==> src/source/debug_pkg.sv <==
package debug_pkg;

    localparam int xlen = 32;
    localparam int gpr_count = 32;

    localparam logic [7:0] cmdtype_access_reg = 8'd0;

    typedef logic [15:0] regno_t;

    localparam regno_t gpr_first = 16'h1000;
    localparam regno_t gpr_last  = 16'h101F;
    localparam regno_t csr_dcsr  = 16'h07B0;
    localparam regno_t csr_dpc   = 16'h07B1;

    localparam int dcsr_step_bit    = 2;
    localparam int dcsr_cause_lsb   = 6;
    localparam int dcsr_cause_msb   = 8;
    localparam int dcsr_ebreakm_bit = 15;

    // Debug spec version 4 sits in the top nibble.
    localparam logic [xlen-1:0] dcsr_reset_val = 32'h4000_0000;
    localparam logic [xlen-1:0] gpr_reset_step = 32'h0101_0101;
    localparam logic [xlen-1:0] pc_incr        = 32'd4;

    typedef enum logic [1:0] {
        st_run,
        st_halted,
        st_resuming,
        st_abs_reg
    } seq_state_t;

    typedef enum logic [2:0] {
        cause_none    = 3'd0,
        cause_ebreak  = 3'd1,
        cause_trigger = 3'd2,
        cause_haltreq = 3'd3,
        cause_step    = 3'd4
    } cause_t;

    typedef struct packed {
        logic [7:0] cmdtype;
        logic       transfer;
        logic       write;
        regno_t     regno;
    } cmd_t;

    typedef struct packed {
        logic            halt_req;
        logic            resume_req;
        logic            exec;
        cmd_t            command;
        logic [xlen-1:0] data;
    } dm_req_t;

    typedef struct packed {
        logic            halted;
        logic            done;
        logic            exception;
        logic            haltresume;
        logic [xlen-1:0] data;
    } dm_rsp_t;

    typedef struct packed {
        seq_state_t state;
        logic       write_pc;
        logic       write_pc_ne;
        logic       abstract_done;
        logic       abstract_write;
    } ctrl_sig_t;

    typedef struct packed {
        logic [xlen-1:0] dcsr;
        logic [xlen-1:0] dpc;
    } csr_view_t;

    function automatic logic is_gpr(input regno_t regno);
        return (regno >= gpr_first) && (regno <= gpr_last);
    endfunction

    function automatic logic is_valid_csr(input regno_t regno);
        return (regno == csr_dcsr) || (regno == csr_dpc);
    endfunction

endpackage

==> src/source/d_ctl.sv <==
`timescale 1ns/1ps

module d_ctl import debug_pkg::*; (
    input  logic            clk,
    input  logic            rst_n,

    input  logic            eb,
    input  logic            trig,

    input  logic [xlen-1:0] pc_reg,
    input  logic [xlen-1:0] pc_next,

    input  ctrl_sig_t       ctrl,
    input  csr_view_t       csrs,
    input  dm_req_t         dm_req,

    output logic            debug,
    output logic            halted,
    output logic            step_en,
    output logic            reg_error,
    output logic            done,
    output cause_t          dcsr_cause,
    output logic [xlen-1:0] dpc_in,
    output logic            dpc_write
);

    logic   running;
    logic   ctrl_halted;
    logic   ctrl_resuming;
    logic   ctrl_abs;
    logic   ebreak;
    logic   instruction_end;

    logic   trigger_cause;
    logic   ebreak_cause;
    logic   halt_cause;
    logic   step_cause;
    logic   halt_any;

    logic   debug_reg;
    logic   halted_reg;
    cause_t cause_reg;
    cause_t cause_next;
    logic   aar;

    assign running       = ctrl.state == st_run;
    assign ctrl_halted   = ctrl.state == st_halted;
    assign ctrl_resuming = ctrl.state == st_resuming;
    assign ctrl_abs      = ctrl.state == st_abs_reg;

    // An instruction only retires while the sequencer is running.
    assign instruction_end = ctrl.write_pc;
    assign ebreak          = eb && ctrl.write_pc;

    assign trigger_cause = trig && running;
    assign ebreak_cause  = ebreak && csrs.dcsr[dcsr_ebreakm_bit];
    assign halt_cause    = dm_req.halt_req && running;
    assign step_cause    = step_en && instruction_end;
    assign halt_any      = trigger_cause || ebreak_cause || halt_cause || step_cause;

    always_ff @(posedge clk) begin
        if (!rst_n) begin
            debug_reg  <= 1'b0;
            halted_reg <= 1'b0;
        end else begin
            debug_reg  <= debug;
            halted_reg <= halted;
        end
    end

    // Debug follows the causes in the same cycle so DPC can be captured at once.
    assign debug  = (debug_reg || halt_any) && !dm_req.resume_req;
    assign halted = (halted_reg || (debug_reg && ctrl_halted)) && !ctrl_resuming;

    assign step_en   = csrs.dcsr[dcsr_step_bit];
    assign dpc_write = debug && !debug_reg;
    assign done      = ctrl.abstract_done;

    always_comb begin
        if (trigger_cause) begin
            cause_next = cause_trigger;
        end else if (ebreak_cause) begin
            cause_next = cause_ebreak;
        end else if (halt_cause) begin
            cause_next = cause_haltreq;
        end else if (step_cause) begin
            cause_next = cause_step;
        end else begin
            cause_next = cause_none;
        end
    end

    // A halt request lands after the current instruction unless that one is an ebreak.
    always_comb begin
        if (trigger_cause || ebreak_cause) begin
            dpc_in = pc_reg;
        end else if (halt_cause) begin
            dpc_in = ctrl.write_pc_ne ? pc_next : pc_reg;
        end else if (step_cause) begin
            dpc_in = pc_next;
        end else begin
            dpc_in = '0;
        end
    end

    always_ff @(posedge clk) begin
        if (!rst_n) begin
            cause_reg <= cause_none;
        end else if (dpc_write) begin
            cause_reg <= cause_next;
        end
    end

    assign dcsr_cause = cause_reg;

    assign aar = dm_req.command.cmdtype == cmdtype_access_reg;

    assign reg_error = aar && ctrl_abs && dm_req.command.transfer
                       && !(is_gpr(dm_req.command.regno)
                            || is_valid_csr(dm_req.command.regno));

endmodule

==> src/source/debug_csrs.sv <==
`timescale 1ns/1ps

module debug_csrs import debug_pkg::*; (
    input  logic            clk,
    input  logic            rst_n,

    input  cause_t          dcsr_cause,
    input  logic [xlen-1:0] dpc_in,
    input  logic            dpc_write,

    input  logic            abs_csr_write,
    input  regno_t          abs_regno,
    input  logic [xlen-1:0] abs_data,

    output csr_view_t       csrs
);

    logic            step_reg;
    logic            ebreakm_reg;
    logic [xlen-1:0] dpc_reg;
    logic            dcsr_sel;
    logic            dpc_sel;

    assign dcsr_sel = abs_csr_write && (abs_regno == csr_dcsr);
    assign dpc_sel  = abs_csr_write && (abs_regno == csr_dpc);

    // Only step and ebreakm are writable by the host.
    always_ff @(posedge clk) begin
        if (!rst_n) begin
            step_reg    <= 1'b0;
            ebreakm_reg <= 1'b0;
        end else if (dcsr_sel) begin
            step_reg    <= abs_data[dcsr_step_bit];
            ebreakm_reg <= abs_data[dcsr_ebreakm_bit];
        end
    end

    // Hardware capture on debug entry wins over a host write.
    always_ff @(posedge clk) begin
        if (dpc_write) begin
            dpc_reg <= dpc_in;
        end else if (dpc_sel) begin
            dpc_reg <= abs_data;
        end
    end

    always_comb begin
        csrs.dcsr                                 = dcsr_reset_val;
        csrs.dcsr[dcsr_step_bit]                  = step_reg;
        csrs.dcsr[dcsr_ebreakm_bit]               = ebreakm_reg;
        csrs.dcsr[dcsr_cause_msb:dcsr_cause_lsb]  = dcsr_cause;
        csrs.dpc                                  = dpc_reg;
    end

endmodule

==> src/source/core_ctl_seq.sv <==
`timescale 1ns/1ps

module core_ctl_seq import debug_pkg::*; (
    input  logic            clk,
    input  logic            rst_n,

    input  logic            eb,
    input  logic            debug,
    input  dm_req_t         dm_req,
    input  logic            reg_error,
    input  csr_view_t       csrs,

    output ctrl_sig_t       ctrl,
    output logic [xlen-1:0] pc_reg,
    output logic [xlen-1:0] pc_next,
    output logic            abs_csr_write,
    output regno_t          abs_regno,
    output logic [xlen-1:0] abs_data,
    output logic [xlen-1:0] rd_data
);

    seq_state_t      state;
    logic [xlen-1:0] gpr [gpr_count];
    logic            cmd_is_gpr;
    logic [4:0]      gpr_idx;
    logic            xfer_ok;

    assign cmd_is_gpr = is_gpr(dm_req.command.regno);
    assign gpr_idx    = dm_req.command.regno[4:0];

    assign ctrl.state          = state;
    assign ctrl.write_pc       = state == st_run;
    assign ctrl.write_pc_ne    = ctrl.write_pc && !eb;
    assign ctrl.abstract_done  = state == st_abs_reg;
    assign ctrl.abstract_write = ctrl.abstract_done
                                 && (dm_req.command.cmdtype == cmdtype_access_reg)
                                 && dm_req.command.transfer && dm_req.command.write;

    // The host keeps command and data stable until done.
    assign xfer_ok       = ctrl.abstract_write && !reg_error;
    assign abs_csr_write = xfer_ok && !cmd_is_gpr;
    assign abs_regno     = dm_req.command.regno;
    assign abs_data      = dm_req.data;

    assign pc_next = pc_reg + pc_incr;

    always_ff @(posedge clk) begin
        if (!rst_n) begin
            state  <= st_run;
            pc_reg <= '0;
        end else begin
            case (state)
                st_run: begin
                    if (debug) begin
                        state <= st_halted;
                    end else begin
                        pc_reg <= pc_next;
                    end
                end
                st_halted: begin
                    if (dm_req.resume_req) begin
                        state <= st_resuming;
                    end else if (dm_req.exec) begin
                        state <= st_abs_reg;
                    end
                end
                st_abs_reg: begin
                    state <= st_halted;
                end
                default: begin
                    // Execution restarts from the saved DPC.
                    pc_reg <= csrs.dpc;
                    state  <= st_run;
                end
            endcase
        end
    end

    always_ff @(posedge clk) begin
        if (!rst_n) begin
            for (int i = 0; i < gpr_count; i++) begin
                gpr[i] <= xlen'(i) * gpr_reset_step;
            end
        end else if (xfer_ok && cmd_is_gpr && (gpr_idx != 5'd0)) begin
            gpr[gpr_idx] <= dm_req.data;
        end
    end

    always_comb begin
        if (cmd_is_gpr) begin
            rd_data = (gpr_idx == 5'd0) ? '0 : gpr[gpr_idx];
        end else if (dm_req.command.regno == csr_dcsr) begin
            rd_data = csrs.dcsr;
        end else if (dm_req.command.regno == csr_dpc) begin
            rd_data = csrs.dpc;
        end else begin
            rd_data = '0;
        end
    end

endmodule

==> src/source/debug_top.sv <==
`timescale 1ns/1ps

module debug_top import debug_pkg::*; (
    input  logic            clk,
    input  logic            rst_n,
    input  dm_req_t         dm_req,
    input  logic            trig,
    input  logic            eb,

    output dm_rsp_t         dm_rsp,
    output logic            debug,
    output logic            halted,
    output logic            step_en,
    output logic [xlen-1:0] pc
);

    ctrl_sig_t       ctrl;
    csr_view_t       csrs;
    logic [xlen-1:0] pc_reg;
    logic [xlen-1:0] pc_next;
    cause_t          dcsr_cause;
    logic [xlen-1:0] dpc_in;
    logic            dpc_write;
    logic            reg_error;
    logic            done;
    logic            abs_csr_write;
    regno_t          abs_regno;
    logic [xlen-1:0] abs_data;
    logic [xlen-1:0] rd_data;

    d_ctl u_ctl (
        .clk        (clk),
        .rst_n      (rst_n),
        .eb         (eb),
        .trig       (trig),
        .pc_reg     (pc_reg),
        .pc_next    (pc_next),
        .ctrl       (ctrl),
        .csrs       (csrs),
        .dm_req     (dm_req),
        .debug      (debug),
        .halted     (halted),
        .step_en    (step_en),
        .reg_error  (reg_error),
        .done       (done),
        .dcsr_cause (dcsr_cause),
        .dpc_in     (dpc_in),
        .dpc_write  (dpc_write)
    );

    debug_csrs u_csrs (
        .clk           (clk),
        .rst_n         (rst_n),
        .dcsr_cause    (dcsr_cause),
        .dpc_in        (dpc_in),
        .dpc_write     (dpc_write),
        .abs_csr_write (abs_csr_write),
        .abs_regno     (abs_regno),
        .abs_data      (abs_data),
        .csrs          (csrs)
    );

    core_ctl_seq u_seq (
        .clk           (clk),
        .rst_n         (rst_n),
        .eb            (eb),
        .debug         (debug),
        .dm_req        (dm_req),
        .reg_error     (reg_error),
        .csrs          (csrs),
        .ctrl          (ctrl),
        .pc_reg        (pc_reg),
        .pc_next       (pc_next),
        .abs_csr_write (abs_csr_write),
        .abs_regno     (abs_regno),
        .abs_data      (abs_data),
        .rd_data       (rd_data)
    );

    assign pc = pc_reg;

    assign dm_rsp.halted     = halted;
    assign dm_rsp.done       = done;
    assign dm_rsp.exception  = reg_error;
    assign dm_rsp.haltresume = 1'b0;
    assign dm_rsp.data       = rd_data;

endmodule

==> config.mk <==
export PLATFORM = sky130hd
export DESIGN_NAME = debug_top
export DESIGN_NICKNAME = d
export VERILOG_FILES = /design/src/source/debug_pkg.sv /design/src/source/d_ctl.sv /design/src/source/debug_csrs.sv /design/src/source/core_ctl_seq.sv /design/src/source/debug_top.sv
export SDC_FILE = /design/constraint.sdc
export NUM_CORES = 2
export LEC_CHECK = 0
export ABC_AREA = 1
export BUFFER_PORTS_ARGS = -buffer_cell sky130_fd_sc_hd__buf_4
export CORE_UTILIZATION = 55
export DETAILED_ROUTE_END_ITERATION = 12
export GPL_ROUTABILITY_DRIVEN = 0
export PLACE_DENSITY = 0.72
export SLEW_MARGIN = 20
export SYNTH_ARGS = -nofsm -noshare
export SYNTH_HDL_FRONTEND = slang
export SYNTH_SLANG_ARGS = --single-unit
export TNS_END_PERCENT = 10
==> constraint.sdc <==
create_clock -name clk -period 15.2 [get_ports clk]
set_input_delay 3.04 -clock clk [delete_from_list [all_inputs] [get_ports clk]]
set_output_delay 3.04 -clock clk [all_outputs]
set_load 0.02 [all_outputs]
==> summary.log <==
qor: status.outcome finished, violations left
qor: status.failing_checks DRC
qor: clock_tree.tritoncts yes
qor: timing.fin_skew 0.0215 ns
qor: final_layout.post_route_insts_no_fill 6,048
qor: floorplanning.vertical_die_dimension 302 µm
qor: final_layout.layout-area-overhead-vs-synth 11.5%
qor: timing.max_freq 0.102 GHz
qor: placement.placement.io_buffers 134
qor: final_layout.n_antenna_cell 0
qor: worst_setup_path.cp_max_fo 78
qor: timing.report.final.setup_viol 0
qor: synthesis.postSynthCellCount 4,862
qor: power.p_switching 0.00198 W
qor: clock_tree.cts-root-buf sky130_fd_sc_hd__clkbuf_16
qor: floorplanning.design.die.area 91,200 µm²
qor: worst_setup_path.critical-path-slowest-cell sky130_fd_sc_hd__buf_4
qor: timing.maxSlewViolCount 0
qor: timing.hold_violation_count_in_the_final_report 0
qor: worst_setup_path.cp_data_arrival_time 6.72 ns
qor: clock_tree.number_of_buffers_created_by_cts 108
qor: synthesis.synth.yosys.warnings 0
qor: clock_tree.clock_tree.buffer_depth 3
qor: route.drt_iter0_markers 5,362
qor: global_route.grt_first_pass_wirelength 231 mm
qor: floorplanning.floorplan.initialDensity 55.8%
qor: clock_tree.clkLatencyLatePin 0.69 ns
qor: synthesis.synth_cell_type_count 33
qor: final_layout.largest_reg_flops 1,024
qor: power.irDropWorstVdd 0.000103 V
qor: final_layout.layout.nets 4,865
qor: synthesis.netlist_area_before_placement 49,500 µm²
qor: synthesis.synth-seq-area-share 65.7%
qor: worst_setup_path.crit_path_end_kind primary output
qor: power.comb_power_share 13.4%
qor: route.wirelength 157 mm
qor: worst_setup_path.critical-path-top-cell-by-count sky130_fd_sc_hd__nand2_1
qor: synthesis.area_share_of_the_largest_cell_type_after_synthesis 64.0%
qor: worst_setup_path.timing.setup.critical_path_class input port to primary output
qor: global_route.grt-ovfl-total 0
qor: clock_tree.clk_pin_slew 0.06 ns
qor: worst_setup_path.slowest_delay 0.91 ns
qor: power.power.share.clock 37.4%
qor: clock_tree.cts_resized 0
qor: final_layout.finalCoreUtilization 62.2%
qor: floorplanning.coreArea 88,800 µm²
qor: route.postRouteAntennaNets 0
qor: power.p_sw_share 27.3%
qor: power.power-per-cell-area 131 nW/µm²
qor: route.drcViolationCount 2
qor: route.post_drt_via_cell_ratio 6.40
qor: placement.placedCellCount 5,850
qor: timing.final_period_minus_worst_setup_slack 9.76 ns
qor: placement.placed_area 51,700 µm²
qor: run.max_cap_viol_count 0
qor: placement.dp_hpwl 89.2 mm
qor: timing.setup_repair_after_global_routing_missed_its_margin false
qor: synthesis.ys_ff_latch 1,097
qor: final_layout.layout_commonest_cell sky130_fd_sc_hd__nand2_1
qor: timing.slew_headroom 20.7%
qor: global_route.grt_start_max_net_pins 143
qor: floorplanning.core.rowCount 109
qor: final_layout.fillers 7,060
qor: clock_tree.cts_htree_levels 3
qor: route.vias 38.7k
qor: global_route.grt.total_usage 34.0%
qor: floorplanning.boundaryPins 136
qor: final_layout.most_used_cells_in_the_layout_excluding_fill_and_tap_cells 1,645 x sky130_fd_sc_hd__nand2_1, 1,056 x sky130_fd_sc_hd__edfxtp_1, 677 x sky130_fd_sc_hd__nor3_1
qor: synthesis.post_synth_main_area_contributors sky130_fd_sc_hd__edfxtp_1 64%, sky130_fd_sc_hd__nand2_1 12%, sky130_fd_sc_hd__nor3_1 6.9%
qor: power.power_frac_seq 49.2%
qor: floorplanning.die-width 302 µm
qor: timing.tns 0 ns
qor: route.detailedRoute.firstPassIterationCount 10
qor: power.power.static_leakage 18.8 nW
qor: clock_tree.cts_num_sinks 1,097
qor: synthesis.synth_largest_area_cell sky130_fd_sc_hd__edfxtp_1
qor: worst_setup_path.worst_ep_required_time 12.16 ns
qor: final_layout.drive_gt1_share 9.50%
qor: global_route.grt_pass1_vias 36.2k
qor: power.p_int 0.00526 W
qor: global_route.antenna_found_initial 0
qor: worst_hold_path.worstHoldPathType register to register
qor: clock_tree.post_cts.repair.setup_buffers 0
qor: worst_setup_path.crit_path_cell_trace buf_4 -> inv_1 -> nor2_4 -> buf_4 -> buf_4 -> buf_4 -> a22oi_1 -> nand2_1 -> nand2_1 -> nand2_1 -> nor2_1 -> nand2_1 -> nand2_1 -> nand2_1 -> buf_4
qor: synthesis.syn_area_per_cell 10.2 µm²
qor: worst_setup_path.critPathLaunchType input port
qor: final_layout.postLayoutCellArea 55,200 µm²
qor: power.power 0.00724 W
qor: timing.worst_pin_slew 1.19 ns
qor: timing.post-route-period-util 64.2%
qor: clock_tree.cts-hold-fix-buffers 0
qor: route.routedWlPerCell 25.9 µm
==> cell usage after synthesis (all sizes together) <==
library cell	n
a21boi	5
a21oi	53
a22o	2
a22oi	332
a31oi	2
and2	1
buf	66
clkbuf	381
clkinv	3
conb	1
dfxtp	41
edfxtp	1056
ha	5
inv	122
mux2i	2
nand2	1646
nand2b	1
nand3	48
nand3b	1
nand4	106
nor2	210
nor3	683
o211ai	1
o21ai	76
o22ai	1
or2	1
xnor2	3
xor2	13
==> routing by layer <==
metal	up-vias	share of wire, %	track usage [%]
met4	0	6.3	19.5
li1	16900	-	-
met1	18600	36	46.8
met2	2814	45	51.7
met3	436	12	5.28
met5	-	0	0
==> metrics by stage <==
step | worst slack [ns] | hold slack (ns)
CTS | 5.52 | 0.449
finish | 5.44 | 0.452
floorplan | 7.73 | 0.425
global placement | 5.60 | 0.438
global route | 5.28 | 0.464
detailed placement | 5.53 | 0.441
==> cell type report <==
type                            count  area [µm²]  share of cell area (%)
Inverter                          125         488                   0.884
Tap cell                         1165        1460                    2.64
Timing Repair Buffer              238        1850                    3.35
Clock inverter                     57         609                    1.10
Multi-Input combinational cell   3225       15400                    27.8
Sequential cell                  1097       32500                    58.9
Clock buffer                      141        2930                    5.31
==> worst paths after layout <==
check	start	to	slack (ns)	depth (start not counted)
max	dm_req[33]	dm_rsp[18]	5.44	15
min	u_ctl.dcsr_cause[0]	u_ctl.dcsr_cause[0]	0.45	2
max reg2reg	u_seq.state[1]	u_seq.gpr[13][9]	11.02	10
min reg2reg	u_ctl.dcsr_cause[0]	u_ctl.dcsr_cause[0]	0.45	2
==> critical path: cells and delay by family <==
kind,cells,cell delay (ns)
buf+inv,6,2.61
simple gates,8,0.79
compound gates,1,0.16
==> power groups by stage <==
stage / clock, W / combinational [W] / sequential [W]
5_1_grt: 0.00281 / 0.00104 / 0.00357
3_3_place_gp: 0 / 0.000930 / 0.00361
2_1_floorplan: 0 / 0.000553 / 0.00363
3_5_place_dp: 0 / 0.000941 / 0.00362
4_1_cts: 0.00271 / 0.000946 / 0.00355
6_report: 0.00271 / 0.000970 / 0.00356
==> cells by family after synthesis <==
| kind of cell | after synthesis | synth area share [%] |
|---|---|---|
| simple gates | 2697 | 22.9 |
| buf+inv | 572 | 4.44 |
| xor+xnor | 16 | 0.283 |
| other cells | 1 | 0.00757 |
| mux | 2 | 0.0404 |
| compound gates | 472 | 6.50 |
| flops | 1097 | 65.7 |
| fa+ha+maj | 5 | 0.126 |
Note: power is estimated with default switching activity, not from simulation.
